[src/source/stepper_pkg.sv]
package stepper_pkg;

  // SPI word width, one host transfer
  localparam int WORD_BITS = 64;

  // Host command codes in bits 63:56 of the first word
  localparam logic [7:0] CMD_COORDINATED_STEP = 8'h01;
  localparam logic [7:0] CMD_MOTOR_ENABLE = 8'h0a;
  localparam logic [7:0] CMD_MOTORCONFIG = 8'h10;
  localparam logic [7:0] CMD_CLK_DIVISOR = 8'h14;
  localparam logic [7:0] CMD_API_VERSION = 8'hfe;

  // Firmware facing API version, replied in bits 23:0
  localparam logic [7:0] VERSION_MAJOR = 8'd1;
  localparam logic [7:0] VERSION_MINOR = 8'd2;
  localparam logic [7:0] VERSION_PATCH = 8'd3;

  // Move queue sizing
  localparam int MOVE_DEPTH = 4;
  localparam int MOVE_PTR_BITS = 2;

  // Power on configuration
  // 40 gives roughly 400 kHz ticks from a 16 MHz clock
  localparam logic [7:0] DEFAULT_DIVISOR = 8'd40;
  localparam logic [7:0] DEFAULT_CURRENT = 8'd140;
  localparam logic [2:0] DEFAULT_MICROSTEPS = 3'd2;

  // One buffered move
  // duration counts ticks
  // increment is the starting rate added to the phase each tick
  // incrementincrement is added to the rate before each phase update
  typedef struct packed {
    logic dir;
    logic [63:0] duration;
    logic [63:0] increment;
    logic [63:0] incrementincrement;
  } move_t;

endpackage

[src/source/move_if.sv]
`timescale 1ns/1ps

// Move handoff between decoder, queue and step generator
interface move_if
  import stepper_pkg::*;
();

  // One cycle strobe, entry sampled with it
  logic push;
  move_t entry;
  // Level, receiver cannot take more
  logic full;
  // Level, entry holds a pending move
  logic valid;
  // One cycle strobe, consumes the presented entry
  logic pop;

  // Writing side of a link
  modport producer (
    output push,
    output entry,
    output valid,
    input full,
    input pop
  );

  // Receiving side of a link
  modport consumer (
    input push,
    input entry,
    input valid,
    output full,
    output pop
  );

endinterface

[src/source/command_decoder.sv]
`timescale 1ns/1ps

// Host message FSM
module command_decoder
  import stepper_pkg::*;
(
  input logic CLK,
  input logic reset,
  input logic word_received,
  input logic [63:0] word_data,
  output logic [63:0] send_data,
  input logic [63:0] encoder_count,
  output logic enable,
  output logic [7:0] clock_divisor,
  output logic [7:0] current,
  output logic [2:0] microsteps,
  move_if.producer enq
);

  // Header of the message in flight, zero when idle
  logic [7:0] message_header;
  // Words already taken for this message
  logic [1:0] word_count;
  logic [7:0] cmd;
  logic awaiting_more_words;

  // Move under assembly
  move_t move_r;
  logic push_r;
  // Encoder value at header time
  logic [63:0] encoder_store;

  assign cmd = word_data[63:56];

  // Multi word messages keep their header until complete
  assign awaiting_more_words = (message_header == CMD_COORDINATED_STEP) |
                               (message_header == CMD_API_VERSION);

  always_ff @(posedge CLK) begin
    if (reset) begin
      message_header <= '0;
      word_count <= '0;
      send_data <= '0;
      push_r <= 1'b0;
      enable <= 1'b0;
      clock_divisor <= DEFAULT_DIVISOR;
      current <= DEFAULT_CURRENT;
      microsteps <= DEFAULT_MICROSTEPS;
    end else begin
      push_r <= 1'b0;
      if (word_received) begin
        // No reply unless a branch loads one
        send_data <= '0;
        if (!awaiting_more_words) begin
          message_header <= cmd;
          word_count <= 2'd1;
          case (cmd)
            CMD_MOTOR_ENABLE: begin
              enable <= word_data[0];
            end
            CMD_CLK_DIVISOR: begin
              clock_divisor <= word_data[7:0];
            end
            CMD_MOTORCONFIG: begin
              current <= word_data[15:8];
              microsteps <= word_data[2:0];
            end
            CMD_API_VERSION: begin
              // Goes out during the second word
              send_data <= {40'd0, VERSION_MAJOR, VERSION_MINOR, VERSION_PATCH};
            end
            default: begin
              // Unknown single word, nothing to do
            end
          endcase
        end else begin
          word_count <= word_count + 1'b1;
          if (message_header == CMD_COORDINATED_STEP) begin
            case (word_count)
              2'd1: begin
                // Duration word
              end
              2'd2: begin
                // Snapshot rides back on word 4
                send_data <= encoder_store;
              end
              default: begin
                // Last word, hand off the finished move
                push_r <= 1'b1;
                word_count <= '0;
                message_header <= '0;
              end
            endcase
          end else begin
            // Second word of a two word message
            message_header <= '0;
          end
        end
      end
    end
  end

  // Payload fields and snapshot
  always_ff @(posedge CLK) begin
    if (word_received) begin
      if (!awaiting_more_words && cmd == CMD_COORDINATED_STEP) begin
        move_r.dir <= word_data[0];
        encoder_store <= encoder_count;
      end
      if (message_header == CMD_COORDINATED_STEP) begin
        case (word_count)
          2'd1: move_r.duration <= word_data;
          2'd2: move_r.increment <= word_data;
          default: move_r.incrementincrement <= word_data;
        endcase
      end
    end
  end

  assign enq.push = push_r;
  assign enq.entry = move_r;

endmodule

[src/source/dda_timer.sv]
`timescale 1ns/1ps

// Second order DDA step generator
module dda_timer
  import stepper_pkg::*;
(
  input logic CLK,
  input logic reset,
  input logic [7:0] clock_divisor,
  move_if.consumer deq,
  output logic step,
  output logic dir,
  output logic move_done
);

  logic busy;
  logic pop_r;
  logic [7:0] div_count;
  logic tick;

  // Active move state
  logic [63:0] remaining;
  logic [63:0] rate;
  logic [63:0] rate_step;
  logic [63:0] phase;

  // Rate updated first, then summed into the phase
  logic [63:0] rate_next;
  logic [64:0] phase_sum;

  assign tick = busy && (remaining != '0) && (div_count == clock_divisor);
  assign rate_next = rate + rate_step;
  assign phase_sum = {1'b0, phase} + {1'b0, rate_next};

  always_ff @(posedge CLK) begin
    if (reset) begin
      busy <= 1'b0;
      pop_r <= 1'b0;
      div_count <= '0;
      step <= 1'b0;
      dir <= 1'b0;
      move_done <= 1'b0;
    end else begin
      pop_r <= 1'b0;
      step <= 1'b0;
      move_done <= 1'b0;
      if (!busy) begin
        // Grab the head entry, pop follows next cycle
        if (deq.valid) begin
          busy <= 1'b1;
          pop_r <= 1'b1;
          div_count <= '0;
          dir <= deq.entry.dir;
        end
      end else if (remaining == '0) begin
        // Zero length moves land here straight away
        busy <= 1'b0;
        move_done <= 1'b1;
      end else if (tick) begin
        div_count <= '0;
        // Carry out of the phase is one step
        step <= phase_sum[64];
      end else begin
        div_count <= div_count + 1'b1;
      end
    end
  end

  // Datapath, loaded on grab and advanced per tick
  always_ff @(posedge CLK) begin
    if (!busy && deq.valid) begin
      remaining <= deq.entry.duration;
      rate <= deq.entry.increment;
      rate_step <= deq.entry.incrementincrement;
      phase <= '0;
    end else if (tick) begin
      remaining <= remaining - 1'b1;
      rate <= rate_next;
      phase <= phase_sum[63:0];
    end
  end

  assign deq.pop = pop_r;

endmodule

[src/source/move_queue.sv]
`timescale 1ns/1ps

// Circular buffer of pending moves
module move_queue
  import stepper_pkg::*;
(
  input logic CLK,
  input logic reset,
  move_if.consumer enq,
  move_if.producer deq
);

  move_t mem [MOVE_DEPTH];

  logic [MOVE_PTR_BITS-1:0] wr_ptr;
  logic [MOVE_PTR_BITS-1:0] rd_ptr;
  // One extra bit so full and empty differ
  logic [MOVE_PTR_BITS:0] count;

  logic accept;
  logic take;

  // Pushes while full are lost
  assign accept = enq.push & ~enq.full;
  assign take = deq.pop & deq.valid;

  always_ff @(posedge CLK) begin
    if (reset) begin
      wr_ptr <= '0;
      rd_ptr <= '0;
      count <= '0;
    end else begin
      if (accept) begin
        wr_ptr <= wr_ptr + 1'b1;
      end
      if (take) begin
        rd_ptr <= rd_ptr + 1'b1;
      end
      case ({accept, take})
        2'b10: count <= count + 1'b1;
        2'b01: count <= count - 1'b1;
        default: count <= count;
      endcase
    end
  end

  // Storage only
  always_ff @(posedge CLK) begin
    if (accept) begin
      mem[wr_ptr] <= enq.entry;
    end
  end

  assign enq.full = (count == MOVE_DEPTH);
  assign deq.valid = (count != '0);
  // Head entry shown while valid
  assign deq.entry = mem[rd_ptr];

endmodule

[src/source/spi_word.sv]
`timescale 1ns/1ps

// SPI mode 0 target, SCK oversampled on CLK
module spi_word
  import stepper_pkg::*;
(
  input logic CLK,
  input logic reset,
  input logic sck,
  input logic cs,
  input logic copi,
  output logic cipo,
  input logic [63:0] send_data,
  output logic word_received,
  output logic [63:0] word_data
);

  // Two flop synchronizers plus edge history
  logic sck_meta, sck_sync, sck_prev;
  logic cs_meta, cs_sync, cs_prev;
  logic copi_meta, copi_sync;

  logic sck_rise;
  logic sck_fall;
  logic cs_fall;

  logic [$clog2(WORD_BITS)-1:0] bit_count;
  logic last_bit;
  logic [63:0] shift_in;
  logic [63:0] shift_out;

  always_ff @(posedge CLK) begin
    if (reset) begin
      sck_meta <= 1'b0;
      sck_sync <= 1'b0;
      sck_prev <= 1'b0;
      // CS idles high so no false frame start
      cs_meta <= 1'b1;
      cs_sync <= 1'b1;
      cs_prev <= 1'b1;
      copi_meta <= 1'b0;
      copi_sync <= 1'b0;
    end else begin
      sck_meta <= sck;
      sck_sync <= sck_meta;
      sck_prev <= sck_sync;
      cs_meta <= cs;
      cs_sync <= cs_meta;
      cs_prev <= cs_sync;
      copi_meta <= copi;
      copi_sync <= copi_meta;
    end
  end

  assign sck_rise = sck_sync & ~sck_prev;
  assign sck_fall = ~sck_sync & sck_prev;
  assign cs_fall = ~cs_sync & cs_prev;

  // Receive path, MSB first
  always_ff @(posedge CLK) begin
    if (reset) begin
      bit_count <= '0;
      last_bit <= 1'b0;
      word_received <= 1'b0;
    end else begin
      // 64th bit seen this cycle
      last_bit <= sck_rise & ~cs_sync & (bit_count == WORD_BITS - 1);
      word_received <= last_bit;
      if (cs_sync) begin
        bit_count <= '0;
      end else if (sck_rise) begin
        bit_count <= bit_count + 1'b1;
      end
    end
  end

  // Payload only
  always_ff @(posedge CLK) begin
    if (sck_rise & ~cs_sync) begin
      shift_in <= {shift_in[62:0], copi_sync};
    end
    if (last_bit) begin
      word_data <= shift_in;
    end
  end

  // Transmit path, reply latched at frame start
  always_ff @(posedge CLK) begin
    if (reset) begin
      shift_out <= '0;
    end else if (cs_fall) begin
      shift_out <= send_data;
    end else if (sck_fall & ~cs_sync) begin
      // Next bit ready well before host samples on rise
      shift_out <= {shift_out[62:0], 1'b0};
    end
  end

  assign cipo = shift_out[63];

endmodule

[src/source/stepper_controller.sv]
`timescale 1ns/1ps

// Single axis stepper controller, SPI host interface
module stepper_controller
  import stepper_pkg::*;
(
  input logic CLK,
  input logic reset,
  input logic sck,
  input logic cs,
  input logic copi,
  input logic [63:0] encoder_count,
  output logic cipo,
  output logic step,
  output logic dir,
  output logic enable,
  output logic move_done,
  output logic buffer_ready,
  output logic [7:0] current,
  output logic [2:0] microsteps
);

  logic [63:0] send_data;
  logic [63:0] word_data;
  logic word_received;
  logic [7:0] clock_divisor;

  // Decoder to queue
  move_if enq_bus ();
  // Queue to step generator
  move_if deq_bus ();

  spi_word i_spi_word (
    .CLK(CLK),
    .reset(reset),
    .sck(sck),
    .cs(cs),
    .copi(copi),
    .cipo(cipo),
    .send_data(send_data),
    .word_received(word_received),
    .word_data(word_data)
  );

  command_decoder i_command_decoder (
    .CLK(CLK),
    .reset(reset),
    .word_received(word_received),
    .word_data(word_data),
    .send_data(send_data),
    .encoder_count(encoder_count),
    .enable(enable),
    .clock_divisor(clock_divisor),
    .current(current),
    .microsteps(microsteps),
    .enq(enq_bus.producer)
  );

  move_queue i_move_queue (
    .CLK(CLK),
    .reset(reset),
    .enq(enq_bus.consumer),
    .deq(deq_bus.producer)
  );

  dda_timer i_dda_timer (
    .CLK(CLK),
    .reset(reset),
    .clock_divisor(clock_divisor),
    .deq(deq_bus.consumer),
    .step(step),
    .dir(dir),
    .move_done(move_done)
  );

  // Host may send a move header while this is high
  assign buffer_ready = ~enq_bus.full;

endmodule

[config.mk]
export PLATFORM = sky130hd
export DESIGN_NAME = stepper_controller
export DESIGN_NICKNAME = d
export VERILOG_FILES = /design/src/source/stepper_pkg.sv /design/src/source/move_if.sv /design/src/source/command_decoder.sv /design/src/source/dda_timer.sv /design/src/source/move_queue.sv /design/src/source/spi_word.sv /design/src/source/stepper_controller.sv
export SDC_FILE = /design/constraint.sdc
export NUM_CORES = 2
export LEC_CHECK = 0
export BUFFER_PORTS_ARGS = -buffer_cell sky130_fd_sc_hd__buf_2
export CAP_MARGIN = 40
export CORE_MARGIN = 8
export CORE_UTILIZATION = 40
export CTS_CLUSTER_DIAMETER = 60
export DETAILED_ROUTE_END_ITERATION = 10
export PLACE_DENSITY_LB_ADDON = 0.25
export SLEW_MARGIN = 20
export SYNTH_ARGS = -nofsm -noshare
export SYNTH_HDL_FRONTEND = slang
export SYNTH_SLANG_ARGS = --single-unit
[constraint.sdc]
create_clock -name CLK -period 14.3 [get_ports CLK]
set_input_delay 2.86 -clock CLK [delete_from_list [all_inputs] [get_ports CLK]]
set_output_delay 2.86 -clock CLK [all_outputs]
set_load 0.02 [all_outputs]
==> run summary <==
The worst hold path startpoint is i_spi_word.cs_meta. The normalized max-slew margin is 0.314. In the finished design, the share of the clock period the worst path needs comes to 0.423.

Before CTS, the worst setup slack after placement is about 8200 ps. The library cells used most frequently in the layout, excluding fill and tap cells, are edfxtp_1, nand2_1, nor2_1, dfxtp_1, a21oi_1. The number of DRC violations after detailed-routing iteration 0 is 2725. The effective utilization at floorplan came out at 0.401. The nature of the critical path startpoint is a register. The number of optimization iterations in the first detailed-route pass is 6.

The Yosys warning count is 0. Relative to the synthesized area, the layout overhead comes to 13.8%. Detailed routing inserted a total of roughly 36000 vias. The slowest stage of the critical path is the a211oi_1 cell. The required time at the endpoint of the critical path came out at around 15000 ps. The power per standard cell area is 128 nW/um2. In this run, placement finished with an instance count of 6396. In this run the most used layer during global routing was met2. 86 I/O pins were placed. After clock tree synthesis, the flow added hold-fix buffers numbering 0. After detailed routing, the number of remaining DRC violations is 0. Row generation in the floorplan step produced 148 rows. The worst hold path terminates at i_spi_word.cs_sync. The synthesized netlist occupies a cell area of about 65000 um2. The number of instances in the synthesized netlist is around 4300. The post-CTS resize count came out at 0.

The commonest non-fill, non-tap cell in the layout is edfxtp_1. The number of antenna violations at the first check in global routing came out at 3. The worst reg-to-reg path cell count came out at 20. The post-CTS setup buffer count came out at 0. The async set-or-reset flop fraction in the synthesized netlist is 0. Clock tree synthesis selected as its root buffer the cell clkbuf_16. The flip-flop count of the largest register, all copies and words added came out at 772. The net count reported at finish came out at between 4000 and 5000. The remaining global-route overflow is 0. The setup TNS came out at 0 ps. The tightest min-delay check is of the register to register type. The first-pass GRT wire length came out at 216000 um. Along the worst hold path, the cell count comes to 1.

The wire length after detailed routing came out at between 100000 and 150000 um. The register with the most flip-flops is i_move_queue.mem. Setup repair after global routing left no endpoint under its margin. Across every metal layer, demand over resource in global routing totals 0.157. For met3 alone, demand over resource in global routing was 0.0307. The data arrival time of the critical path came out at approximately 6700 ps. The placed wire-length estimate is 88300 um. The flow ran to the end, and the final reports show no timing, DRC or antenna violations. The minimum hold slack is ~410 ps. The final worst-path setup slack came out at 8250 ps. The global placer's final weighted congestion is 0.910. The number of global-route vias before repair came to about 36000. The largest voltage drop on the vdd net came out at 0.104 mV. The number of routed nets with antenna violations is 0.

The pin slew with the least headroom to its limit is 1030 ps. The clock-pin slew reported for the worst setup and hold paths after clock tree synthesis is roughly 60 ps. The largest fanout of any net on the critical path is 8.

In the final routed layout, each cell accounts on average for 20.9 um. The net count of the mapped netlist is ~4500. The vias per cell is 5.36. The critical path goes through ha_1, a21oi_1, inv_1, a2111oi_0, buf_4, o211a_1, o21ai_0, inv_1, o21ai_0, xor2_1, ha_1, nand4_1, nor2_1, o2111ai_1, a211oi_1, o21ai_0, nand2_1, a21oi_1, or4_1, a21oi_1. Entering global routing, the biggest net connects about 150 pins. The clock latency of the later-clocked register in the worst-skew pair is between 700 and 800 ps. Setup violations remaining at the end of the flow were counted as 0.

STA classifies the critical path endpoint as a register. The number of synthesized flops with an enable pin is roughly 1300. For this run, the leading register cell type out of synthesis is edfxtp_1. The count of maximum capacitance violations came out at 0. The final instance count without filler cells is around 6700.

The analysis attributes to cell leakage a power of around 24 nW. The number of buffer cells added on primary ports is 85. The delay of the slowest cell on the worst path came out at about 600 ps. The setup path with the least slack is of type register to register. The fraction of final layout cells sized beyond drive strength 1 is 0.147. The total of flip-flops plus latches after synthesis is approximately 1600. The startpoint identified for the worst register-to-register timing path is i_dda_timer.rate_step[10]. After floorplanning, the core was sized to cover 162000 um2. The maximum root-to-sink buffer count came out at 3. The worst register-to-register path has a setup slack of about 8300 ps. The count of final max-slew check failures came out at 0.

The time the final worst path needs with I/O delays and setup is between 6000 and 7000 ps. Based on the critical path, the design can be clocked at up to 165 MHz. The post-place instance area came out at roughly 68000 um2. The y dimension of the die is about 420 um. TritonCTS built the clock tree. The largest clock skew in the final design came out at approximately 31 ps.

With fillers left out, the area of the finished cells amounts to 74100 um2. The die area came out at roughly 180000 um2. The utilization of the core after routing came out at 0.457.

Buffers inserted during clock tree synthesis total between 150 and 200. For this run, the register share of the synthesized area comes to 0.702. The clock sink total came out at between 1500 and 2000. The total count of hold-check failures in the final report is 0. The total power consumption of the routed design is 9.51 mW. The met2 track demand over resource in global routing is 0.245.

The die extent in x is between 400 and 500 um. The average cell area after synthesis came out at 15.2 um2. CTS built an H-tree with a depth of 4. The global-route track usage on met1 is 0.228. The post-synthesis cell type count is just under 80. In this run the critical register-to-register path is captured at i_dda_timer.step.
-- kinds of logic after synthesis --
group           synth area share
flops                      0.702
compound gates            0.0739
simple gates              0.0718
xor+xnor                  0.0248
fa+ha+maj                 0.0288
mux                       0.0827
buf+inv                   0.0156
-- synthesized netlist by cell type, drive strengths merged, types with 21 or more instances --
master / number / area share
edfxtp: 1349 / 0.62
nand2: 395 / 0.023
nor2: 317 / 0.018
dfxtp: 261 / 0.080
a21oi: 211 / 0.016
mux4: 193 / 0.067
clkbuf: 164 / 0.0095
o21ai: 163 / 0.013
ha: 145 / 0.028
xnor2: 120 / 0.016
a211oi: 94 / 0.011
mux2i: 80 / 0.012
a21o: 66 / 0.0076
xor2: 64 / 0.0086
a22oi: 62 / 0.0071
nand3: 59 / 0.0046
nand4: 58 / 0.0056
nor3: 51 / 0.0043
inv: 50 / 0.0029
buf: 45 / 0.0033
nor2b: 26 / 0.0025
a31oi: 25 / 0.0024
and3: 24 / 0.0025
mux2: 21 / 0.0036
-- critical path: cells and delay by family, from the launching register on --
family	cells	cell delay, ps
adders and majority gates	2	830
buffers and inverters	3	400
AOI/OAI and AO/OA	10	3100
xor gates and xnor gates	1	180
DFF	1	370
and+or+nand+nor	4	1070
-- per-layer routing --
metal  vias up  share of wire
met5         -              0
met4         0          0.018
met3       192          0.052
met2       855           0.46
met1     18300           0.47
li1      16800              -
-- report_power, final --
group	total [mW]	switching [mW]	internal [mW]
combinational	0.0625	0.0363	0.0262
clock	4.41	1.83	2.58
sequential	5.03	0.00672	5.03
total	9.51	1.87	7.63
-- final cells by class --
class	count	area [um2]
clock inverter	92	900
antenna	1	2.50
clock buffer	235	4810
sequential	1610	45700
inverter	50	195
fill	14300	88100
timing repair buffer	147	1260
multi-input combinational	2417	18400
tap	2175	2720
-- how the worst max path moves through the flow --
stage                                               endpoint  slack [ps]  depth (start not counted)                      start
final                                       i_dda_timer.step        8250                         20  i_dda_timer.rate_step[10]
after CTS                                   i_dda_timer.step        8200                         20   i_dda_timer.rate_step[1]
after detailed placement                    i_dda_timer.step        8230                         20   i_dda_timer.rate_step[1]
after global placement                      i_dda_timer.step        7910                         19   i_dda_timer.rate_step[1]
after global routing                        i_dda_timer.step        7820                         20  i_dda_timer.rate_step[10]
after floorplan           i_command_decoder.encoder_store[0]        5670                          5   i_spi_word.word_received
Power figures use the tool's default switching activity.
